$ cat src/hw/pcs_pkg.sv
package pcs_pkg;

	////////////////////
	// Block format

	// One 64b/66b block on the line
	localparam int BLOCK_W = 66;
	localparam int PAYLOAD_W = 64;
	// Raw transceiver word
	localparam int SERDES_W = 32;

	// Gearbox holds at most one block plus one word minus a bit
	localparam int GBX_BUF_W = BLOCK_W + SERDES_W - 1;
	localparam int GBX_FILL_W = $clog2(GBX_BUF_W + 1);

	// Sync header codes, bit 0 is first on the line
	localparam logic [1:0] HDR_DATA = 2'b01;
	localparam logic [1:0] HDR_CTRL = 2'b10;

	////////////////////
	// Lock tracking

	localparam int LOCK_GOOD_COUNT = 64;
	localparam int LOCK_BAD_LIMIT = 16;
	localparam int LOCK_WINDOW = 64;
	// Blocks ignored after each slip
	localparam int SLIP_HOLDOFF = 8;
	localparam int GOOD_CNT_W = $clog2(LOCK_GOOD_COUNT);
	localparam int WIN_CNT_W = $clog2(LOCK_WINDOW);
	localparam int BAD_CNT_W = $clog2(LOCK_BAD_LIMIT);
	localparam int HOLDOFF_W = $clog2(SLIP_HOLDOFF + 1);

	// Scrambler polynomial x^58 + x^39 + 1
	localparam int SCR_LEN = 58;
	localparam int SCR_TAP = 39;

	////////////////////
	// Control block types

	localparam int CTRL_TYPE_N = 15;
	localparam logic [0:CTRL_TYPE_N-1][7:0] CTRL_TYPES = {
		8'h1e, 8'h2d, 8'h33, 8'h4b, 8'h55, 8'h66, 8'h78, 8'h87,
		8'h99, 8'haa, 8'hb4, 8'hcc, 8'hd2, 8'he1, 8'hff
	};

	// Type byte sits in the low bits, first on the line
	typedef struct packed {
		logic [55:0] body;
		logic [7:0]  block_type;
	} pcs_ctrl_s;

	// Same 64 bits seen as data bytes or as a control block
	typedef union packed {
		logic [7:0][7:0] data;
		pcs_ctrl_s       ctrl;
	} pcs_payload_u;

	typedef enum logic [1:0] {
		KIND_DATA  = 2'd0,
		KIND_CTRL  = 2'd1,
		KIND_ERROR = 2'd2
	} blk_kind_e;

endpackage

$ cat src/hw/rx_gearbox.sv
module rx_gearbox (
	input  logic                          clk,
	input  logic                          arst_n,
	input  logic [pcs_pkg::SERDES_W-1:0]  serdes_data,
	input  logic                          bitslip,
	output logic                          block_valid,
	output logic [1:0]                    block_header,
	output logic [pcs_pkg::PAYLOAD_W-1:0] block_payload
);
	import pcs_pkg::*;

	// Line-ordered bit buffer, bit 0 is the oldest bit held
	logic [GBX_BUF_W-1:0]  buf_q;
	// Number of valid bits in buf_q
	logic [GBX_FILL_W-1:0] fill_q;

	// Buffer after this cycle's word and optional slip
	logic [GBX_BUF_W-1:0]  avail;
	logic [GBX_FILL_W-1:0] avail_cnt;
	logic                  blk_ready;

	////////////////////
	// Append and slip

	always_comb begin
		// New word lands right above the buffered bits
		avail = buf_q | (GBX_BUF_W'(serdes_data) << fill_q);
		avail_cnt = fill_q + GBX_FILL_W'(SERDES_W);

		// Slip drops the oldest bit
		// Never empty here, at least one full word is present
		if (bitslip) begin
			avail = avail >> 1;
			avail_cnt = avail_cnt - GBX_FILL_W'(1);
		end

		blk_ready = (avail_cnt >= GBX_FILL_W'(BLOCK_W));
	end

	////////////////////
	// Block extraction

	// Bits above fill_q stay zero so the OR above is safe
	always_ff @(posedge clk or negedge arst_n) begin
		if (!arst_n) begin
			buf_q <= '0;
			fill_q <= '0;
			block_valid <= 1'b0;
		end else begin
			block_valid <= blk_ready;
			if (blk_ready) begin
				// Consume one block from the bottom
				buf_q <= avail >> BLOCK_W;
				fill_q <= avail_cnt - GBX_FILL_W'(BLOCK_W);
			end else begin
				buf_q <= avail;
				fill_q <= avail_cnt;
			end
		end
	end

	// Header first on the line, then payload bit 0 upward
	always_ff @(posedge clk) begin
		if (blk_ready) begin
			block_header <= avail[1:0];
			block_payload <= avail[BLOCK_W-1:2];
		end
	end

	// Fill never exceeds 65 after a cycle
	// 32 in per cycle vs 66 out, so blocks never come back to back

endmodule

$ cat src/hw/block_lock.sv
module block_lock (
	input  logic               clk,
	input  logic               arst_n,
	input  logic               block_valid,
	input  logic [1:0]         block_header,
	output logic               bitslip,
	output logic               hdr_ok,
	output pcs_pkg::blk_kind_e hdr_kind,
	output logic               locked,
	output logic [15:0]        bitslip_count
);
	import pcs_pkg::*;

	logic                  hdr_good;
	logic [GOOD_CNT_W-1:0] good_cnt;
	logic [WIN_CNT_W-1:0]  win_cnt;
	logic [BAD_CNT_W-1:0]  bad_cnt;
	logic [HOLDOFF_W-1:0]  holdoff;

	// Only 01 and 10 are legal sync headers
	assign hdr_good = (block_header == HDR_DATA) || (block_header == HDR_CTRL);

	always_ff @(posedge clk or negedge arst_n) begin
		if (!arst_n) begin
			bitslip <= 1'b0;
			hdr_ok <= 1'b0;
			hdr_kind <= KIND_ERROR;
			locked <= 1'b0;
			bitslip_count <= '0;
			good_cnt <= '0;
			win_cnt <= '0;
			bad_cnt <= '0;
			holdoff <= '0;
		end else begin
			// Slip is a single-cycle pulse
			bitslip <= 1'b0;
			if (block_valid) begin
				// Header result, aligned with the descrambler output
				hdr_ok <= hdr_good;
				if (block_header == HDR_DATA)
					hdr_kind <= KIND_DATA;
				else if (block_header == HDR_CTRL)
					hdr_kind <= KIND_CTRL;
				else
					hdr_kind <= KIND_ERROR;

				////////////////////
				// Hunting for alignment
				if (!locked) begin
					if (holdoff != '0) begin
						// Let the slipped alignment settle
						holdoff <= holdoff - HOLDOFF_W'(1);
					end else if (!hdr_good) begin
						bitslip <= 1'b1;
						bitslip_count <= bitslip_count + 16'd1;
						good_cnt <= '0;
						holdoff <= HOLDOFF_W'(SLIP_HOLDOFF);
					end else if (good_cnt == GOOD_CNT_W'(LOCK_GOOD_COUNT - 1)) begin
						// Enough clean headers in a row
						locked <= 1'b1;
						good_cnt <= '0;
						win_cnt <= '0;
						bad_cnt <= '0;
					end else begin
						good_cnt <= good_cnt + GOOD_CNT_W'(1);
					end

				////////////////////
				// Locked, count errors per window
				end else begin
					if (!hdr_good && bad_cnt == BAD_CNT_W'(LOCK_BAD_LIMIT - 1)) begin
						// Too many bad headers, start hunting again
						locked <= 1'b0;
						good_cnt <= '0;
						holdoff <= '0;
					end else if (win_cnt == WIN_CNT_W'(LOCK_WINDOW - 1)) begin
						win_cnt <= '0;
						bad_cnt <= '0;
					end else begin
						win_cnt <= win_cnt + WIN_CNT_W'(1);
						bad_cnt <= bad_cnt + BAD_CNT_W'(!hdr_good);
					end
				end
			end
		end
	end

endmodule

$ cat src/hw/rx_descrambler.sv
module rx_descrambler (
	input  logic                          clk,
	input  logic                          arst_n,
	input  logic                          block_valid,
	input  logic [pcs_pkg::PAYLOAD_W-1:0] block_payload,
	output logic                          descr_valid,
	output logic [pcs_pkg::PAYLOAD_W-1:0] descr_payload
);
	import pcs_pkg::*;

	// Last 58 scrambled bits, bit 57 the most recent
	logic [SCR_LEN-1:0]           state_q;
	// History followed by this block, oldest bit at 0
	logic [SCR_LEN+PAYLOAD_W-1:0] line_bits;
	logic [PAYLOAD_W-1:0]         descr_d;

	assign line_bits = {block_payload, state_q};

	// Payload bit i sits at line_bits[58+i]
	// Tap 39 back is line_bits[19+i], tap 58 back is line_bits[i]
	assign descr_d = block_payload
		^ line_bits[SCR_LEN-SCR_TAP +: PAYLOAD_W]
		^ line_bits[0 +: PAYLOAD_W];

	////////////////////
	// State and strobe

	// Self-synchronising, so it advances on every block
	always_ff @(posedge clk or negedge arst_n) begin
		if (!arst_n) begin
			state_q <= '0;
			descr_valid <= 1'b0;
		end else begin
			descr_valid <= block_valid;
			if (block_valid)
				state_q <= block_payload[PAYLOAD_W-1 -: SCR_LEN];
		end
	end

	always_ff @(posedge clk) begin
		if (block_valid)
			descr_payload <= descr_d;
	end

endmodule

$ cat src/hw/rx_block_classify.sv
module rx_block_classify (
	input  logic                  clk,
	input  logic                  arst_n,
	input  logic                  descr_valid,
	input  pcs_pkg::pcs_payload_u descr_payload,
	input  logic                  hdr_ok,
	input  pcs_pkg::blk_kind_e    hdr_kind,
	input  logic                  locked,
	output logic                  rx_valid,
	output pcs_pkg::blk_kind_e    rx_kind,
	output pcs_pkg::pcs_payload_u rx_payload
);
	import pcs_pkg::*;

	logic      type_legal;
	logic      emit;
	blk_kind_e kind_d;

	// Nothing leaves until alignment is trusted
	assign emit = descr_valid && locked;

	////////////////////
	// Type byte lookup

	always_comb begin
		type_legal = 1'b0;
		for (int i = 0; i < CTRL_TYPE_N; i++) begin
			if (descr_payload.ctrl.block_type == CTRL_TYPES[i])
				type_legal = 1'b1;
		end
	end

	// Bad header wins, then header kind, then type check
	always_comb begin
		if (!hdr_ok)
			kind_d = KIND_ERROR;
		else if (hdr_kind == KIND_DATA)
			kind_d = KIND_DATA;
		else if (type_legal)
			kind_d = KIND_CTRL;
		else
			kind_d = KIND_ERROR;
	end

	////////////////////
	// Output register

	always_ff @(posedge clk or negedge arst_n) begin
		if (!arst_n)
			rx_valid <= 1'b0;
		else
			rx_valid <= emit;
	end

	// Kind and payload only change with a new block
	always_ff @(posedge clk) begin
		if (emit) begin
			rx_kind <= kind_d;
			rx_payload <= descr_payload;
		end
	end

endmodule

$ cat src/hw/pcs_rx_top.sv
module pcs_rx_top (
	input  logic                         clk,
	input  logic                         arst_n,
	input  logic [pcs_pkg::SERDES_W-1:0] serdes_data,
	output logic                         rx_valid,
	output pcs_pkg::blk_kind_e           rx_kind,
	output pcs_pkg::pcs_payload_u        rx_payload,
	output logic                         block_lock,
	output logic [15:0]                  bitslip_count
);
	import pcs_pkg::*;

	// Gearbox to lock tracker and descrambler
	logic                 block_valid;
	logic [1:0]           block_header;
	logic [PAYLOAD_W-1:0] block_payload;

	// Lock tracker results
	logic                 bitslip;
	logic                 hdr_ok;
	blk_kind_e            hdr_kind;

	// Descrambled payload
	logic                 descr_valid;
	logic [PAYLOAD_W-1:0] descr_payload;

	rx_gearbox u_rx_gearbox (
		.clk           (clk),
		.arst_n        (arst_n),
		.serdes_data   (serdes_data),
		.bitslip       (bitslip),
		.block_valid   (block_valid),
		.block_header  (block_header),
		.block_payload (block_payload)
	);

	// Header check path
	block_lock u_block_lock (
		.clk           (clk),
		.arst_n        (arst_n),
		.block_valid   (block_valid),
		.block_header  (block_header),
		.bitslip       (bitslip),
		.hdr_ok        (hdr_ok),
		.hdr_kind      (hdr_kind),
		.locked        (block_lock),
		.bitslip_count (bitslip_count)
	);

	// Payload path, runs alongside the lock tracker
	rx_descrambler u_rx_descrambler (
		.clk           (clk),
		.arst_n        (arst_n),
		.block_valid   (block_valid),
		.block_payload (block_payload),
		.descr_valid   (descr_valid),
		.descr_payload (descr_payload)
	);

	rx_block_classify u_rx_block_classify (
		.clk           (clk),
		.arst_n        (arst_n),
		.descr_valid   (descr_valid),
		.descr_payload (descr_payload),
		.hdr_ok        (hdr_ok),
		.hdr_kind      (hdr_kind),
		.locked        (block_lock),
		.rx_valid      (rx_valid),
		.rx_kind       (rx_kind),
		.rx_payload    (rx_payload)
	);

endmodule

$ cat config.mk
export PLATFORM = sky130hd
export DESIGN_NAME = pcs_rx_top
export DESIGN_NICKNAME = d
export VERILOG_FILES = /design/src/hw/pcs_pkg.sv /design/src/hw/rx_gearbox.sv /design/src/hw/block_lock.sv /design/src/hw/rx_descrambler.sv /design/src/hw/rx_block_classify.sv /design/src/hw/pcs_rx_top.sv
export SDC_FILE = /design/constraint.sdc
export NUM_CORES = 1
export LEC_CHECK = 0
export BUFFER_PORTS_ARGS = -buffer_cell sky130_fd_sc_hd__clkbuf_2
export CAP_MARGIN = 40
export CORE_MARGIN = 2
export CORE_UTILIZATION = 53
export DETAILED_ROUTE_END_ITERATION = 12
export PLACE_DENSITY = 0.71
export SYNTH_ARGS = -nofsm -noshare
export SYNTH_HDL_FRONTEND = slang
export SYNTH_SLANG_ARGS = --single-unit
$ cat constraint.sdc
create_clock -name clk -period 5.8 [get_ports clk]
set_clock_uncertainty 0.1 [all_clocks]
set_input_delay 0.87 -clock clk [delete_from_list [all_inputs] [get_ports clk]]
set_output_delay 0.87 -clock clk [all_outputs]
set_load 0.01 [all_outputs]
==> Yosys cells after proc, flatten, opt, wreduce, memory -nomap -nowiden <==
Index checks and enable logic that the tools add are counted.
{ "word_totals": {"ff_bits": 402, "out_inout_bits": 84, "elab_cells": 128} }
{ "classes": {"n_addsub": 8, "magnitude_cmp": 1, "n_eq_ne": 24, "n_shift": 1, "mux": 53, "bitwise_logic": 7, "n_reduce_logical": 13} }
{ "ops": {"columns": ["cell", "count"], "rows": [
  ["$mux 97", 2],
  ["$xor 64x64->64", 2],
  ["$or 97x97->97", 1],
  ["$shl 32x7->97", 1],
  ["$mux 6", 11],
  ["$eq 8x8->1 const B", 8],
  ["$mux 4", 10],
  ["$eq 8x7->1 const B", 4],
  ["$mux 1", 24],
  ["$add 16x1->16 const B", 1],
  ["$eq 8x6->1 const B", 2],
  ["$mux 7", 2],
  ["$add 6x1->6 const B", 2],
  ["$eq 6x6->1 const B", 2],
  ["$eq 8x5->1 const B", 1],
  ["$mux 2", 4],
  ["$add 7x6->7 const B", 1],
  ["$ge 7x7->1 const B", 1],
  ["$sub 7x1->7 const B", 1],
  ["$sub 7x7->7 const B", 1],
  ["$reduce_and 3->1", 2],
  ["$reduce_and 5->1", 1],
  ["$add 4x1->4", 1],
  ["$eq 4x4->1 const B", 1],
  ["15 further kinds", 21]
]} }

==> Depth between registers and ports, before layout <==
{ "depth": {"word_depth": 18, "ltp_mapped": 16, "depth_no_buf": 10} }

==> Cells and area by module <==
Synthesis repeated with hierarchy kept, for this count alone.
{ "hier_totals": {"cells_unflattened": 1656, "area_unflattened_um2": 21548.2} }
{ "modules_own_cells": {"columns": ["module", "instances", "cells_each", "area_per_inst_um2"], "rows": [
  ["rx_gearbox", 1, 1106, 11464.7],
  ["rx_descrambler", 1, 251, 5696.7],
  ["rx_block_classify", 1, 97, 2229.6],
  ["block_lock", 1, 202, 2157.1]
]} }

==> Worst setup path after synthesis <==
Ideal clock, no wire load.
{ "synth_timing": {"kind": "flip-flop to flip-flop", "startpoint": "register u_rx_gearbox.fill_q[1]", "endpoint": "register u_rx_gearbox.block_header[0] (enable)", "t_arrival_ps": 4783, "t_required_ps": 5243, "path_slack_ps": 460, "path_stages_with_launch": 13, "path_buffers": 5, "synth_period_minus_slack_ps": 5340, "cell_sequence": "dfrtp_1 -> buf_4 -> clkinv_1 -> buf_1 -> buf_4 -> ha_1 -> a21oi_1 -> inv_1 -> or3_1 -> a41o_1 -> inv_1 -> clkbuf_1 -> clkbuf_1"} }
{ "synth_between": {"elab_chain_cells": 4} }
{ "synth_lines": {"columns": ["element", "line_no", "text"], "rows": [
  ["from (decl)", "rx_gearbox.sv:15", "logic [GBX_FILL_W-1:0] fill_q;"],
  ["from (signal assigned)", "rx_gearbox.sv:54", "fill_q <= avail_cnt - GBX_FILL_W'(BLOCK_W);"],
  ["from (signal assigned)", "rx_gearbox.sv:57", "fill_q <= avail_cnt;"],
  ["$add 7x6->7 (*)", "rx_gearbox.sv:28", "avail_cnt = fill_q + GBX_FILL_W'(SERDES_W);"],
  ["$sub 7x1->7", "rx_gearbox.sv:34", "avail_cnt = avail_cnt - GBX_FILL_W'(1);"],
  ["$mux 7 (*)", "rx_gearbox.sv:32", "if (bitslip) begin"],
  ["$ge 7x7->1 (*)", "rx_gearbox.sv:37", "blk_ready = (avail_cnt >= GBX_FILL_W'(BLOCK_W));"],
  ["named net u_rx_gearbox.blk_ready", "rx_gearbox.sv:20", "logic blk_ready;"],
  ["to (signal assigned)", "rx_gearbox.sv:65", "block_header <= avail[1:0];"],
  ["to (decl)", "rx_gearbox.sv:7", "output logic [1:0] block_header,"]
]} }
The timed path passes the listed nets; every way through them passes the cells marked *.
A chain may end at the register's enable or synchronous reset.

==> Final worst setup path <==
{ "layout_timing": {"startpoint": "register u_rx_gearbox.fill_q[0]", "endpoint": "register u_rx_gearbox.block_payload[51] in the netlist's numbering (data pin)"} }
{ "layout_between": {"elab_chain_cells": 3} }
{ "layout_lines": {"columns": ["element", "line_no", "text"], "rows": [
  ["$shl 32x7->97", "rx_gearbox.sv:27", "avail = buf_q | (GBX_BUF_W'(serdes_data) << fill_q);"],
  ["$or 97x97->97", "rx_gearbox.sv:27", null],
  ["$mux 97", "rx_gearbox.sv:32", null],
  ["named net u_rx_gearbox.avail[53]", "rx_gearbox.sv:18", "logic [GBX_BUF_W-1:0] avail;"],
  ["to (signal assigned)", "rx_gearbox.sv:66", "block_payload <= avail[BLOCK_W-1:2];"],
  ["to (decl)", "rx_gearbox.sv:8", "output logic [pcs_pkg::PAYLOAD_W-1:0] block_payload"]
]} }
The timed path passes the listed nets, and every way through them passes these cells.

==> summary.md <==
The flow ran to the end, and the final reports show no timing, DRC or antenna violations. Clock latency on the worst-skew pair, taken at its later pin, is 0.58 ns. The share of flip-flops with an asynchronous set or reset after synthesis was 0.512; the initial antenna violation count was 1. Across the VDD grid, the largest voltage drop is 0.902 mV.

The run gives 1651 as the post-synthesis cell count. The run gives 0 as the total inserted antenna cells. The count of buffering cells on the critical path with inverters included came out at 1. Synthesis inferred 402 register bits.

Critical path launch point type: a flip-flop. The tools report the number of sinks handled by clock tree synthesis as 402. The count of cells along the worst register-to-register path was 7; the number of clock buffers inserted by TritonCTS was 42. The number of hold violations in the final report was 0. Summed over all layers, the global routing overflow is 0. For the pin with the worst max-slew slack, the measured transition is 0.880 ns.

The H-tree was split into 2 levels. Count of flip-flops with a built-in enable after synthesis: 196. The run gives 0 as the number of warnings issued by yosys. Final weighted congestion of routability-driven global placement: 0.991. Setup total negative slack on the finished layout was measured at 0 ns. The detailed router finished its first iteration with 1669 violations. The worst hold path belongs to the class input port to asynchronous set/reset pin. The half-perimeter wire length after placement was 38600 um.

The first element of the critical path is u_rx_gearbox.fill_q[0]$_DFF_PN0_. The library cell contributing the largest single delay on the critical path is dfrtp_2. Most heavily used metal layer in global routing: met2.

The run gives 0 as the number of violations of the max-capacitance limit. For this run, the post-layout net count is 1786. For the number of pins exceeding their max-slew limit in the final report, the log shows 0. The routing usage on met3 came out at 0.0478. The critical path is of the flip-flop to flip-flop type. The routed via count divided by cell count is 6.31.

The area growth from synthesis to layout is 12.5%. The I/O pin count was 118; the number of hold buffers added after CTS was 0. Count of cells resized by post-cts repair: 0. Entering global routing, the biggest net connects 98 pins. The remaining design rule violation count was 0; the final critical delay including setup and external delays was 4.08 ns. The predominant post-synthesis flop cell is dfrtp_1. The initial core utilization is 0.538, and the data arrival at the endpoint of the critical path is 4.24 ns. Setup violations remaining at the end of the flow were counted as 0. The first global-routing pass estimated 83700 um of wire.

The clock slew seen by the registers of the worst setup and hold paths is 0.07 ns, and the detailed-route wire length per cell is 23.8 um. The root buffer cell chosen for the clock tree is clkbuf_16. The run gives 20300 um2 as the cell area after synthesis. Dividing total power by cell area gives a power density of 706 nW/um2. STA classifies the critical path endpoint as a flip-flop. The netlist uses 82 different library cells.

The tools report the buffers inserted during post-CTS setup optimization as 0. The family with the most delay on the worst path was compound AO/OA/AOI/OAI gates. The run gives 0.388 as the met1 layer usage reported by global route. Setup repair after global routing left no endpoint under its margin.

The layout cell share with drive strength beyond 1 came out at 0.213. After floorplanning, the core was sized to cover 37700 um2. The path length in cells of the critical path works out to 7. The run gives 13900 as the number of global-route vias before repair.

The final cycle utilization of the critical path came out at 0.703. TritonCTS built the clock tree. The tools report the iteration count of the initial detailed-routing pass as 6. The met2 track demand over resource came out at 0.438.

The routed layout has 14400 vias. The logs give 0.280 for the overall fraction of global-route tracks in use and 0.545 for the share of the yosys chip area belonging to registers. Once detail routing completed, the nets flagged for antenna violations numbered 0. The critical path goes through buf_4 -> mux4_2 -> o2bb2ai_1 -> a22o_1 -> a22o_1 -> a21oi_1 -> a22oi_1.

The logs give 16.1 mW for the post-layout total power and 54300 um for the aggregate routed wire length. The die is 200 um tall. The longest clock path from root to sink contains 3 buffers. A synthesized cell averages 12.3 um2. The startpoint identified for the worst register-to-register timing path is u_rx_gearbox.fill_q[0]$_DFF_PN0_. The largest single stage delay on the critical path is 0.92 ns. By instance count, the cell type seen most on the critical path is a22o_1. Of all nets on the critical path, the largest fanout is 35.

The leakage power was 8.99 nW; the max-slew headroom at the worst pin was 0.413. At the worst endpoint, the required time is 5.96 ns. Static timing analysis puts the maximum clock frequency at 245 MHz. Input and output buffers added on the ports amount to 117. The synthesized netlist net count was 1695; the die boundary width was 200 um. The floorplan step defined a die boundary enclosing 39800 um2.

The run gives 71 as the placement row count.
==> per-stage QoR <==
step | area [um2] | utilization | cells | worst slack, ns | hold slack, ns
floorplan | 20300 | - | 1651 | 0.460 | 0.300
global placement | 21300 | 0.564 | 2201 | 1.89 | 0.304
detailed placement | 21400 | 0.567 | 2208 | 1.81 | 0.305
CTS | 22800 | 0.605 | 2286 | 1.77 | 0.159
global route | 22800 | 0.605 | 2287 | 1.62 | 0.169
finish | 22800 | 0.605 | 2287 | 1.72 | 0.150
==> cells by family (layout without fill, tap and decap cells) <==
family	after synthesis	count (layout)	synth area share
buffers and inverters	133	258	0.0292
adders and majority gates	10	10	0.00618
xor gates and xnor gates	153	153	0.0662
muxes	179	179	0.123
AOI/OAI and AO/OA	387	387	0.137
and+or+nand+nor	387	387	0.0928
DFF	402	402	0.545
==> layer usage <==
layer | vias to the layer above | part of all wire | wire (um)
met5 | - | 0.00024 | 13
met4 | 2 | 0.044 | 2400
met3 | 135 | 0.079 | 4320
met2 | 683 | 0.46 | 25200
met1 | 7156 | 0.41 | 22400
li1 | 6457 | - | -
==> layout make-up <==
type                       instances  area, um2
multi-input combinational       1116       8630
clock buffer                      60       1180
sequential                       402      11100
tap                              511        639
timing repair buffer             152        942
inverter                          28        108
fill                            3054      14900
clock inverter                    18        239
==> state kept, by name (all words and copies together), names as in the netlist <==
register	flops
u_rx_gearbox.block_header	2
u_rx_block_classify.rx_kind	2
u_block_lock.bad_cnt	4
u_rx_block_classify.rx_payload	64
u_block_lock.hdr_kind	2
u_block_lock.bitslip	1
u_block_lock.good_cnt	6
u_block_lock.locked	1
u_rx_block_classify.rx_valid	1
u_block_lock.win_cnt	6
u_rx_gearbox.fill_q	7
u_block_lock.hdr_ok	1
u_block_lock.bitslip_count	16
u_rx_descrambler.descr_payload	64
u_rx_gearbox.block_payload	64
u_rx_gearbox.buf_q	97
u_rx_descrambler.descr_valid	1
u_rx_gearbox.block_valid	1
u_rx_descrambler.state_q	58
u_block_lock.holdoff	4
==> power by group <==
group	internal (mW)	switching, mW	total, mW	leakage (nW)
Combinational	3.15	4.66	7.81	3.80
Clock	1.61	1.11	2.72	0.687
Sequential	4.64	0.913	5.55	4.50
==> layout by cell type (no fill, tap or decap), types with 9 or more instances in the layout <==
cell	count
ha_1	10
nand2_1	80
mux4_2	43
a221o_1	12
nor3_1	44
buf_4	27
mux2i_1	36
clkbuf_1	12
a21o_1	12
a2111oi_0	10
a221oi_1	19
nand2b_1	21
and3_1	21
nor2_1	124
a31oi_1	15
and2_1	24
xnor2_1	146
a211oi_1	46
nor4_1	9
dfrtp_1	201
nand3_1	19
a21oi_1	71
mux2_2	97
o22ai_1	11
o31ai_1	20
clkbuf_16	42
clkbuf_2	116
inv_1	23
edfxtp_1	196
a22oi_1	22
o21ai_0	49
==> path summary, 6_finish.rpt <==
kind,slack [ns],end
setup / recovery,1.72,u_rx_gearbox.block_payload[51]$_DFFE_PN_
hold / removal,0.15,u_block_lock.good_cnt[1]$_DFFE_PN0P_
setup reg to reg,1.72,u_rx_gearbox.block_payload[51]$_DFFE_PN_
hold reg to reg,0.32,u_rx_block_classify.rx_payload[9]$_DFFE_PP_
max in group asynchronous,4.45,u_rx_gearbox.fill_q[1]$_DFF_PN0_
min in group clk,0.32,u_rx_block_classify.rx_payload[9]$_DFFE_PP_
==> Yosys cell counts (all sizes together) (15+ instances only) <==
cell	instances	area (um2)
dfrtp	205	5130
edfxtp	196	5890
xnor2	146	1280
nor2	125	469
mux2	97	1090
nand2	80	300
a21oi	72	364
clkbuf	72	270
o21ai	51	255
a211oi	46	345
mux4	46	1050
nor3	44	220
mux2i	36	360
buf	32	205
inv	26	97.6
and2	25	156
a22oi	22	165
a221oi	21	196
and3	21	131
nand2b	21	131
o31ai	20	150
nand3	19	95.1
a31oi	15	93.8
Power figures use the tool's default switching activity.
